## src/photon_defs.svh

```systemverilog
`ifndef PHOTON_DEFS_SVH
`define PHOTON_DEFS_SVH

// custom-1 major opcode
`define PHOTON_CUSTOM1 7'b0101011

// funct5 codes at ins[11:7]
`define FUNCT_READ  5'b00001
`define FUNCT_WRITE 5'b00010
`define FUNCT_HASH  5'b00011
`define FUNCT_CHECK 5'b00100

`define PHOTON_NREGS   8
`define PHOTON_ROUNDS  12
`define PHOTON_STATE_W 100

// PHOTON-80 state is d x d cells of 4 bits
`define PHOTON_D 5

`endif
```

## src/photon_pkg.sv

```systemverilog
`default_nettype none

`include "photon_defs.svh"

package photon_pkg;

    typedef enum logic [2:0] {
        NONE,
        WRITE,
        READ,
        HASH,
        CHECK
    } photon_opcode_e;

    // READ / WRITE layout
    typedef struct packed {
        logic [4:0] core_reg;
        logic [1:0] unused_hi;
        logic [2:0] photon_reg;
        logic [9:0] unused_lo;
        logic [4:0] funct5;
        logic [6:0] opcode;
    } photon_xfer_t;

    // CHECK / HASH layout
    typedef struct packed {
        logic [4:0]  core_reg;
        logic [14:0] unused;
        logic [4:0]  funct5;
        logic [6:0]  opcode;
    } photon_ctrl_t;

    typedef union packed {
        photon_xfer_t xfer;
        photon_ctrl_t ctrl;
    } photon_ins_u;

    // cell k = 5*row + col at bits 4k+3..4k
    typedef logic [`PHOTON_STATE_W-1:0] photon_state_t;

endpackage

`default_nettype wire

```

## src/photon_bus.sv

```systemverilog
`timescale 1ns/1ps
`default_nettype none

`include "photon_defs.svh"

interface photon_bus;
    import photon_pkg::*;

    photon_opcode_e                      opcode;   // NONE outside the accept cycle
    logic [$clog2(`PHOTON_NREGS)-1:0]    addr;
    logic [31:0]                         data_in;
    logic [31:0]                         data_out;
    logic                                ready;    // engine idle

    modport core (
        output opcode,
        output addr,
        output data_in,
        input  data_out,
        input  ready
    );

    modport regs (
        input  opcode,
        input  addr,
        input  data_in,
        output data_out
    );

    modport perm (
        input  opcode,
        output ready
    );

endinterface

`default_nettype wire

```

## src/photon_top.sv

```systemverilog
`timescale 1ns/1ps
`default_nettype none

module photon_top (
    input  logic        clk,
    input  logic        rst_n,
    input  logic        ins_valid,
    output logic        ins_ready,
    input  logic [31:0] ins,
    input  logic [31:0] rs1_data,
    output logic        rd_valid,
    output logic [4:0]  rd_addr,
    output logic [31:0] rd_data
);
    import photon_pkg::*;

    photon_state_t state;
    photon_state_t state_next;
    logic          state_we;

    photon_bus bus ();

    photon_core u_core (
        .clk       (clk),
        .rst_n     (rst_n),
        .ins_valid (ins_valid),
        .ins_ready (ins_ready),
        .ins       (ins),
        .rs1_data  (rs1_data),
        .rd_valid  (rd_valid),
        .rd_addr   (rd_addr),
        .rd_data   (rd_data),
        .bus       (bus)
    );

    photon_regs u_regs (
        .clk        (clk),
        .rst_n      (rst_n),
        .bus        (bus),
        .state      (state),
        .state_next (state_next),
        .state_we   (state_we)
    );

    photon_perm u_perm (
        .clk        (clk),
        .rst_n      (rst_n),
        .bus        (bus),
        .state      (state),
        .state_next (state_next),
        .state_we   (state_we)
    );

endmodule

`default_nettype wire

```

## src/photon_perm.sv

```systemverilog
`timescale 1ns/1ps
`default_nettype none

`include "photon_defs.svh"

module photon_perm (
    input  logic                      clk,
    input  logic                      rst_n,
    photon_bus.perm                   bus,
    input  photon_pkg::photon_state_t state,
    output photon_pkg::photon_state_t state_next,
    output logic                      state_we
);
    import photon_pkg::*;

    // nibble tables with entry k at bits 4k+3..4k
    localparam logic [63:0] SBOX_TAB = 64'h2174_8FE3_DA09_B65C;  // PRESENT
    localparam logic [47:0] RC_TAB   = 48'hA529_C6BD_E731;
    localparam logic [19:0] IC_TAB   = 20'h46310;                // d = 5

    photon_state_t st;
    logic [3:0]    round;
    logic          busy;
    logic          done;

    // GF(16) multiply modulo x^4 + x + 1
    function automatic logic [3:0] gf_mul(input logic [3:0] a, input logic [3:0] b);
        logic [3:0] p;
        logic [3:0] x;
        p = '0;
        x = a;
        for (int i = 0; i < 4; i++)
        begin
            if (b[i])
                p = p ^ x;
            x = {x[2:0], 1'b0} ^ (x[3] ? 4'h3 : 4'h0);
        end
        return p;
    endfunction

    function automatic photon_state_t p_round(input photon_state_t s, input logic [3:0] rc);
        logic [3:0]    c [`PHOTON_D][`PHOTON_D];
        logic [3:0]    t [`PHOTON_D][`PHOTON_D];
        logic [3:0]    acc;
        photon_state_t o;
        for (int i = 0; i < `PHOTON_D; i++)
            for (int j = 0; j < `PHOTON_D; j++)
                c[i][j] = s[4*(`PHOTON_D*i+j) +: 4];
        // AddConstants on column 0 before SubCells
        for (int i = 0; i < `PHOTON_D; i++)
            c[i][0] = c[i][0] ^ rc ^ IC_TAB[4*i +: 4];
        for (int i = 0; i < `PHOTON_D; i++)
            for (int j = 0; j < `PHOTON_D; j++)
                c[i][j] = SBOX_TAB[4*c[i][j] +: 4];
        for (int i = 0; i < `PHOTON_D; i++)
            for (int j = 0; j < `PHOTON_D; j++)
                t[i][j] = c[i][(j+i) % `PHOTON_D];   // row i rotates left by i
        // MixColumnsSerial applies Serial(1,2,9,9,2) d times
        for (int j = 0; j < `PHOTON_D; j++)
        begin
            for (int n = 0; n < `PHOTON_D; n++)
            begin
                acc = t[0][j] ^ gf_mul(4'h2, t[1][j]) ^ gf_mul(4'h9, t[2][j])
                      ^ gf_mul(4'h9, t[3][j]) ^ gf_mul(4'h2, t[4][j]);
                for (int i = 0; i < `PHOTON_D - 1; i++)
                    t[i][j] = t[i+1][j];
                t[`PHOTON_D-1][j] = acc;
            end
        end
        for (int i = 0; i < `PHOTON_D; i++)
            for (int j = 0; j < `PHOTON_D; j++)
                o[4*(`PHOTON_D*i+j) +: 4] = t[i][j];
        return o;
    endfunction

    always_ff @(posedge clk)
    begin
        if (!rst_n)
        begin
            busy  <= 1'b0;
            done  <= 1'b0;
            round <= '0;
        end
        else
        begin
            done <= 1'b0;
            if (busy)
            begin
                round <= round + 4'd1;
                if (round == 4'(`PHOTON_ROUNDS - 1))
                begin
                    busy <= 1'b0;
                    done <= 1'b1;  // writeback pulse
                end
            end
            else if (bus.opcode == HASH)
            begin
                busy  <= 1'b1;
                round <= '0;
            end
        end
    end

    always_ff @(posedge clk)
    begin
        if (busy)
            st <= p_round(st, RC_TAB[4*round +: 4]);
        else if (bus.opcode == HASH)
            st <= state_we ? st : state;  // regs not yet updated during writeback
    end

    assign state_next = st;
    assign state_we   = done;
    assign bus.ready  = !busy;

endmodule

`default_nettype wire

```

## src/photon_regs.sv

```systemverilog
`timescale 1ns/1ps
`default_nettype none

`include "photon_defs.svh"

module photon_regs (
    input  logic                      clk,
    input  logic                      rst_n,
    photon_bus.regs                   bus,
    output photon_pkg::photon_state_t state,
    input  photon_pkg::photon_state_t state_next,
    input  logic                      state_we
);
    import photon_pkg::*;

    logic [31:0] regs [`PHOTON_NREGS];

    always_ff @(posedge clk)
    begin
        if (!rst_n)
        begin
            for (int i = 0; i < `PHOTON_NREGS; i++)
                regs[i] <= '0;
        end
        else
        begin
            // hash result lands in regs 0..3
            if (state_we)
            begin
                regs[0] <= state_next[31:0];
                regs[1] <= state_next[63:32];
                regs[2] <= state_next[95:64];
                regs[3] <= {28'd0, state_next[99:96]};  // upper bits cleared
            end
            // a write accepted in the same cycle is the newer one
            if (bus.opcode == WRITE)
                regs[bus.addr] <= bus.data_in;
        end
    end

    assign bus.data_out = regs[bus.addr];

    assign state = {regs[3][3:0], regs[2], regs[1], regs[0]};

endmodule

`default_nettype wire

```

## src/photon_core.sv

```systemverilog
`timescale 1ns/1ps
`default_nettype none

`include "photon_defs.svh"

module photon_core (
    input  logic                    clk,
    input  logic                    rst_n,
    input  logic                    ins_valid,
    output logic                    ins_ready,
    input  photon_pkg::photon_ins_u ins,
    input  logic [31:0]             rs1_data,
    output logic                    rd_valid,
    output logic [4:0]              rd_addr,
    output logic [31:0]             rd_data,
    photon_bus.core                 bus
);
    import photon_pkg::*;

    photon_opcode_e dec_op;
    logic [4:0]     dec_rd;
    logic           custom1;
    logic           needs_engine;
    logic           accept;
    logic           wb_en;

    assign custom1 = (ins.ctrl.opcode == `PHOTON_CUSTOM1);

    always_comb
    begin
        dec_op = NONE;
        dec_rd = '0;
        if (custom1)
        begin
            case (ins.ctrl.funct5)
                `FUNCT_WRITE: dec_op = WRITE;
                `FUNCT_READ:
                begin
                    dec_op = READ;
                    dec_rd = ins.xfer.core_reg;
                end
                `FUNCT_HASH:  dec_op = HASH;
                `FUNCT_CHECK:
                begin
                    dec_op = CHECK;
                    dec_rd = ins.ctrl.core_reg;
                end
                default:      dec_op = NONE;   // unused funct5 is dropped
            endcase
        end
    end

    // only CHECK may pass a busy engine
    assign needs_engine = (dec_op != NONE) && (dec_op != CHECK);
    assign ins_ready    = bus.ready || !needs_engine;
    assign accept       = ins_valid && ins_ready;
    assign wb_en        = accept && ((dec_op == READ) || (dec_op == CHECK));

    assign bus.opcode  = accept ? dec_op : NONE;
    assign bus.addr    = accept ? ins.xfer.photon_reg : '0;
    assign bus.data_in = accept ? rs1_data : '0;

    always_ff @(posedge clk)
    begin
        if (!rst_n)
            rd_valid <= 1'b0;
        else
            rd_valid <= wb_en;
    end

    // writeback payload lands one cycle after accept
    always_ff @(posedge clk)
    begin
        if (wb_en)
        begin
            rd_addr <= dec_rd;
            rd_data <= (dec_op == READ) ? bus.data_out : {31'd0, bus.ready};
        end
    end

endmodule

`default_nettype wire

```

## config.mk

```make
export PLATFORM = sky130hd
export DESIGN_NAME = photon_top
export DESIGN_NICKNAME = d
export VERILOG_FILES = /design/src/photon_pkg.sv /design/src/photon_bus.sv /design/src/photon_top.sv /design/src/photon_perm.sv /design/src/photon_regs.sv /design/src/photon_core.sv
export VERILOG_INCLUDE_DIRS = /design/src
export SDC_FILE = /design/constraint.sdc
export NUM_CORES = 1
export LEC_CHECK = 0
export ABC_CLOCK_PERIOD_IN_PS = 16800
export BUFFER_PORTS_ARGS = -buffer_cell sky130_fd_sc_hd__buf_2
export CORE_ASPECT_RATIO = 1.4
export CORE_MARGIN = 3
export CORE_UTILIZATION = 55
export DETAILED_ROUTE_END_ITERATION = 6
export MAX_ROUTING_LAYER = met4
export PLACE_DENSITY_LB_ADDON = 0.08
export RECOVER_POWER = 50
export SYNTH_ARGS = -nofsm -noshare
export SYNTH_HDL_FRONTEND = slang
export SYNTH_SLANG_ARGS = --single-unit
```

## constraint.sdc

```tcl
create_clock -name clk -period 16.8 [get_ports clk]
set_input_delay 5.04 -clock clk [delete_from_list [all_inputs] [get_ports clk]]
set_output_delay 5.04 -clock clk [all_outputs]
set_load 0.005 [all_outputs]
```

==> summary.txt, run 1 <==
Status
  – Outcome: finished with violations
  – Failing checks: capacitance limit, slew limit

Place
  – Cell Count Post-Placement: between 2,000 and 3,000
  – Pre-CTS setup slack: ~5600 ps
  – Post-DP HPWL: ~55 mm
  – Placer Congestion: 0.9537
  – Instance area at placement: between 20,000 and 30,000 um2
  – Port Buf Inserts: just over 90

Worst setup path
  – Worst reg2reg path depth: 7
  – R2r endpoint: u_perm.state_next[29]
  – Worst EP required: 11,760 ps
  – Worst r2r src: u_perm.busy
  – Crit end category: output port
  – CP Launch Type: input port
  – Critical Path Sink: ins_ready
  – Worst EP arrival: slightly above 6000 ps
  – Setup Crit Path Kind: input port to output port
  – Flop2flop setup slack: 10,400 ps
  – Worst-path fanout max: 6
  – Worst Setup SP: ins[4]

Layout
  – Post-route insts no fill: 2,973
  – Ratio of cells with drive above 1 in the final layout: 0.1062
  – Layout area overhead: 7.731%
  – Nets: 2,509
  – Final instance area: approximately 28,000 um2
  – Util after Layout: 0.6053

Floorplanning
  – Ports: ~110
  – Die Ht: about 260 um
  – Total Die Area: around 50,000 um2
  – Row count: 93
  – Core area: approximately 47,000 um2
  – DIE WIDTH: between 150 and 200 um
  – Initial Utilization: 0.5619

Global routing
  – Largest net degree at the start of global routing: 118
  – Total global routing track utilization: 0.3087
  – First-pass GRT wire length: about 110 mm
  – Initial antenna violation count: 2
  – Vias in the first global route: 17,827
  – Global route overflow: 0

Timing
  – Final TNS setup: 0 ps
  – Slew Limit Fails: 334
  – Skew final: roughly 30 ps
  – FMAX: slightly below 90 MHz
  – Final hold vios: 0
  – Relative slew margins: -0.8211
  – RSZ-0062 raised after global routing: false
  – Least-Margin Pin Slew: 2732 ps
  – Final WS setup: about 5600 ps
  – Setup violations, final: 0
  – Hold_ws: a little under 600 ps
  – Tcrit/Tclk final: 0.6660
  – Final min period: 11,190 ps

Power
  – LEAKAGE: ~11 nW
  – Power Total: between 2 and 2.5 mW
  – VDD IR-drop max: 0.09158 mV
  – Power per Cell Area: about 76 nW/um2

CTS
  – TritonCTS Buffers: 39
  – Clk sinks: 400
  – Clock transition at path regs: roughly 60 ps
  – Hold buffers post-CTS: 0
  – CTS tree: done
  – Post-CTS setup buffers: 0
  – CTS root buf: clkbuf_16
  – Deepest clock path buffer count: 3
  – Clock latency on the worst-skew pair: 550 ps
  – H-Tree Level Count: 2
  – CTS resizes: 0

Hold path
  – HP Start: u_regs.regs[0][7]
  – Worst min path class: flip-flop to flip-flop

Yosys
  – Most used DFF post-synth: edfxtp_1
  – Ys Warns: 0
  – Synth Cell Area: roughly 26,000 um2
  – Gate Count Post-Synth: about 2,300
  – Syn_nets: 2,493
  – Yosys cell types: 58
  – Sequential share of the synthesized area: 0.4566
  – Syn avg cell area: 11.30 um2
  – Number of synthesized register bits: 400
  – Post-synth EDFFs: 393
  – Async set-or-reset flop fraction in the synthesized netlist: 0

Drt
  – Wirelength per Cell: around 25 um
  – Antenna Nets Post-Route: 0
  – Number of remaining DRC errors: 0
  – DR pass1 iterations: 6
  – Routed Wire Length: 75.52 mm
  – Vias: about 18,000
  – Initial DRC count: about 1,800
  – Drt via density: 6.023

Run
  – Max capacitance violation total: 9
per-layer routing:
layer | track usage | wire (um) | up-vias
met5 | - | 0 | -
met4 | 0.1258 | 3640 | 0
met3 | 0.04633 | 5739 | 146
met2 | 0.4946 | 36620 | 699
met1 | 0.3961 | 29530 | 8866
li1 | - | - | 8194
cells in the final DEF, fill, tap and decap left out, types with 27 or more instances in the layout:
cell type and instances:
edfxtp_1 393, nor2_1 323, xnor2_1 255, mux2i_1 167
o21ai_0 135, ha_1 112, nand3_1 104, xor2_1 101
inv_1 94, a21oi_1 88, buf_2 68, o22ai_1 62
nand2_1 59, mux2_2 54, xnor3_1 50, clkbuf_16 39
clkbuf_1 35, mux4_2 31, a211oi_1 27
how the worst min path moves through the flow:
stage                     slack, ps  cells after the start                    end
after floorplan                 540                      1  u_perm.state_next[32]
after global placement          560                      1  u_perm.state_next[60]
after detailed placement        570                      1  u_perm.state_next[53]
after CTS                       590                      1   u_perm.state_next[6]
after global routing            600                      1   u_perm.state_next[6]
final                           580                      1   u_perm.state_next[7]
where the power goes:
group          internal [mW]  total (mW)  switching (mW)
sequential              1.12        1.13          0.0129
clock                  0.501       0.883           0.383
combinational         0.0369       0.115          0.0779
critical path, stage by stage:
cell and delay (ps):
buf_2 100, nor4bb_1 330, and4b_1 360, o211ai_1 160
buf_2 160
area by class of cell:
type / count / area [um2]
fill: 3876 / 18370
inverter: 94 / 352.8
antenna: 1 / 2.502
tap: 617 / 772.0
timing repair buffer: 121 / 626.9
clock buffer: 41 / 983.4
multi-input combinational: 1674 / 13230
clock inverter: 25 / 259.0
sequential: 400 / 11950
cells by family after synthesis:
group           after synthesis  synth area share
compound gates              352           0.07793
xor+xnor                    418            0.1743
fa+ha+maj                   112           0.05358
buf+inv                     240           0.03478
flops                       400            0.4566
mux                         253            0.1149
simple gates                539           0.08793
flip-flops by register name, summed over array words and instances (netlist names):
register	flops
u_regs.regs	256
u_perm.state_next	100
u_core.rd_data	32
u_core.rd_addr	5
u_perm.round	4
u_core.rd_valid	1
u_perm.busy	1
u_perm.state_we	1
cells in the mapped netlist (2+ instances only):
master	number	area, um2
edfxtp_1	393	11800
nor2_1	323	1212
xnor2_1	247	2163
mux2i_1	166	1662
o21ai_0	134	670.6
clkbuf_1	115	431.7
ha_1	112	1401
nand3_1	105	525.5
xor2_1	99	867.1
inv_1	93	349.1
a21oi_1	88	440.4
o22ai_1	62	387.9
nand2_1	61	229.0
mux2_2	54	608.1
xnor3_1	48	1081
mux4_2	31	698.2
a211oi_1	27	202.7
buf_1	26	97.59
nor2b_1	10	62.56
xnor2_2	10	162.7
and2_1	9	56.30
a21o_1	8	60.06
dfxtp_1	7	140.1
o21ai_1	7	35.03
xor2_2	7	113.9
o21a_1	6	45.04
nor3_1	5	25.02
a31oi_1	4	25.02
buf_2	4	20.02
nand2b_1	4	25.02
o311ai_0	4	35.03
or2_2	4	25.02
or3_1	4	25.02
xor3_1	4	95.09
nand3b_1	3	22.52
o211ai_1	3	22.52
a221oi_1	2	17.52
and3_1	2	12.51
nand4_1	2	12.51
o21bai_1	2	15.01
xnor3_2	2	47.55
No activity file was read; power rests on OpenSTA's default activity.
==> run 2, diff against run 1 <==
--- a/config.mk
+++ b/config.mk
@@ -6,7 +6,7 @@
 export SDC_FILE = /design/constraint.sdc
 export NUM_CORES = 1
 export LEC_CHECK = 0
-export ABC_CLOCK_PERIOD_IN_PS = 16800
+export ABC_CLOCK_PERIOD_IN_PS = 10900
 export BUFFER_PORTS_ARGS = -buffer_cell sky130_fd_sc_hd__buf_2
 export CORE_ASPECT_RATIO = 1.4
 export CORE_MARGIN = 3
==> constraint.sdc (replaced) <==
create_clock -name clk -period 10.9 [get_ports clk]
set_input_delay 3.27 -clock clk [delete_from_list [all_inputs] [get_ports clk]]
set_output_delay 3.27 -clock clk [all_outputs]
set_load 0.005 [all_outputs]
==> run 2 against run 1 <==
The run still ends with capacitance limit, slew limit left. Combinational power increased by 55%. Critical path depth increased by 7. Highest routed layer unchanged. Critical endpoint is now u_core.rd_data[18]. Clock power increased by 49%. Largest cell class unchanged.
==> summary.txt, run 2 (synthesis results as in run 1) <==
Power
  – VDD IR-drop max: 0.1413 mV
  – Power per Cell Area: approximately 120 nW/um2
  – LEAKAGE: 11.01 nW

Drt
  – Initial DRC count: between 1,500 and 2,000
  – Met1 WL: between 30 and 40 mm
  – Met2 routed WL: between 30 and 40 mm
  – DR pass1 iterations: 7
  – Drt via density: approximately 6.0
  – Routed Wire Length: around 77 mm
  – Antenna Nets Post-Route: 0
  – Highest routed metal layer: met4
  – Vias: between 15,000 and 20,000
  – Number of remaining DRC errors: 0
  – Met3 routed WL: 4.724 mm
  – Wirelength per Cell: around 26 um

Worst setup path
  – Flop2flop setup slack: 4610 ps
  – Worst EP arrival: ~9000 ps
  – Max incr delay on CP: roughly 1700 ps
  – CP Launch Type: input port
  – Most common cell on crit path: nor2_1
  – R2r endpoint: u_core.rd_data[18]
  – CP bufs+invs: 3
  – Worst EP required: 11,190 ps
  – Worst r2r src: u_perm.busy
  – Critical path cell sequence: buf_2, nor3b_1, and4b_1, o211ai_1, and2_2, clkbuf_1, nand2_1, buf_12, mux2i_1, o22ai_1, nor2_1, nor2_1
  – CP max-delay cell: nand2_1
  – Crit end category: flip-flop
  – Worst-path fanout max: 100
  – Cell family with most CP delay: simple AND/OR/NAND/NOR gates
  – Setup Crit Path Kind: input port to flip-flop
  – Worst reg2reg path depth: 9

Timing
  – Final min period: 8927 ps
  – Setup violations, final: 0
  – Final hold vios: 0
  – Least-Margin Pin Slew: between 2000 and 2500 ps
  – RSZ-0062 raised after global routing: false
  – Tcrit/Tclk final: 0.8190
  – Final TNS setup: 0 ps
  – Relative slew margins: -0.4769
  – FMAX: between 100 and 150 MHz
  – Slew Limit Fails: ~300
  – Skew final: 20.04 ps

Layout
  – Commonest non-fill, non-tap cell in the layout: edfxtp_1
  – Post-route insts no fill: 2,977
  – Biggest register: u_regs.regs
  – Ratio of cells with drive above 1 in the final layout: 0.1086
  – Layout area overhead: 7.550%
  – Nets: 2,509
  – Max reg flops: 256
  – Commonest cells after routing, fill and taps aside: 393 x edfxtp_1, 323 x nor2_1, 254 x xnor2_1, 167 x mux2i_1, 135 x o21ai_0

Floorplanning
  – Core area: about 47,000 um2
  – Ports: approximately 110
  – Row count: a little over 90
  – Total Die Area: between 50,000 and 60,000 um2
  – Initial Utilization: 0.5619
  – Die Ht: around 260 um
  – DIE WIDTH: about 190 um

Global routing
  – Largest net degree at the start of global routing: 101
  – Total global routing track utilization: 0.3102
  – First-pass GRT wire length: 113.2 mm
  – Vias in the first global route: about 18,000
  – Initial antenna violation count: 0
  – Global route overflow: 0

Status
  – Failing checks: capacitance limit, slew limit
  – Outcome: finished with violations

Place
  – Placer Congestion: ~0.94
  – Port Buf Inserts: 93
  – Cell Count Post-Placement: slightly below 3,000
  – Post-DP HPWL: ~55 mm

CTS
  – Clock latency on the worst-skew pair: 560 ps
  – Clk sinks: 400
  – Hold buffers post-CTS: 0
  – CTS root buf: clkbuf_16
  – Post-CTS setup buffers: 0
  – H-Tree Level Count: 2
  – CTS resizes: 0
  – TritonCTS Buffers: 40
  – CTS tree: done
  – Clock transition at path regs: about 70 ps
  – Deepest clock path buffer count: 3

Hold path
  – HP Start: u_regs.regs[1][11]
  – Hold path endpoint: u_perm.state_next[43]
  – Worst hold path cell count: 1
  – Worst min path class: flip-flop to flip-flop

Run
  – Max capacitance violation total: 9
[run 2: changes by cell type in the layout (fill, tap and decap cells not counted), sizes merged]
cell,before,now
buf,88,92
inv,94,95
bufinv,5,1
clkinvlp,0,3
clkinv,20,17
clkbuf,74,76
diode,1,2
[run 2: metrics by stage]
step	area [um2]	util	setup slack, ps	power, mW	hold WS [ps]
3_3_place_gp	27090	0.5820	2868	1.947	556.1
2_1_floorplan	26150	-	966.9	1.872	543.2
5_1_grt	28120	0.6042	1577	3.314	585.3
6_report	28130	0.6043	1973	3.238	571.4
4_1_cts	28270	0.6075	3258	3.247	573.4
3_5_place_dp	27090	0.5820	2857	1.951	564.6
[run 2: report_power, final]
group	total (mW)	internal (mW)	leakage (nW)	switching (mW)
clock	1.32	0.702	0.577	0.615
sequential	1.74	1.72	3.89	0.0203
combinational	0.178	0.0574	6.54	0.120
total	3.24	2.48	11.0	0.756
[run 2: worst register-to-register path, stage by stage (launching register included)]
cell and delay (ps):
dfxtp_4 520, o211ai_1 210, and2_2 170, clkbuf_1 1560, nand2_1 1720, buf_12 690, mux2i_1 720, o22ai_1 130
nor2_1 240, nor2_1 70
[run 2: layer usage]
metal,vias to the layer above,track usage
met5,-,-
met4,0,0.09426
met3,120,0.03040
met2,630,0.5087
met1,9029,0.4125
li1,8197,-
[run 2: layout make-up]
type                       instances  area (um2)
fill                            3884       18420
multi-input combinational       1674       13230
sequential                       400       11950
clock buffer                      48        1031
tap                              617       772.0
timing repair buffer             120       633.1
inverter                          94       352.8
clock inverter                    22       153.9
antenna                            2       5.005
[run 2: worst max-delay path by stage]
stage	startpoint	to	slack [ps]	depth (start not counted)
floorplan	ins[0]	u_perm.state_next[0]	970	9
global placement	ins[4]	u_regs.regs[2][31]	2870	12
detailed placement	ins[4]	u_regs.regs[2][15]	2860	12
CTS	ins[4]	ins_ready	3260	5
global route	ins[0]	u_perm.state_next[56]	1580	9
finish	ins[0]	u_core.rd_data[18]	1970	12
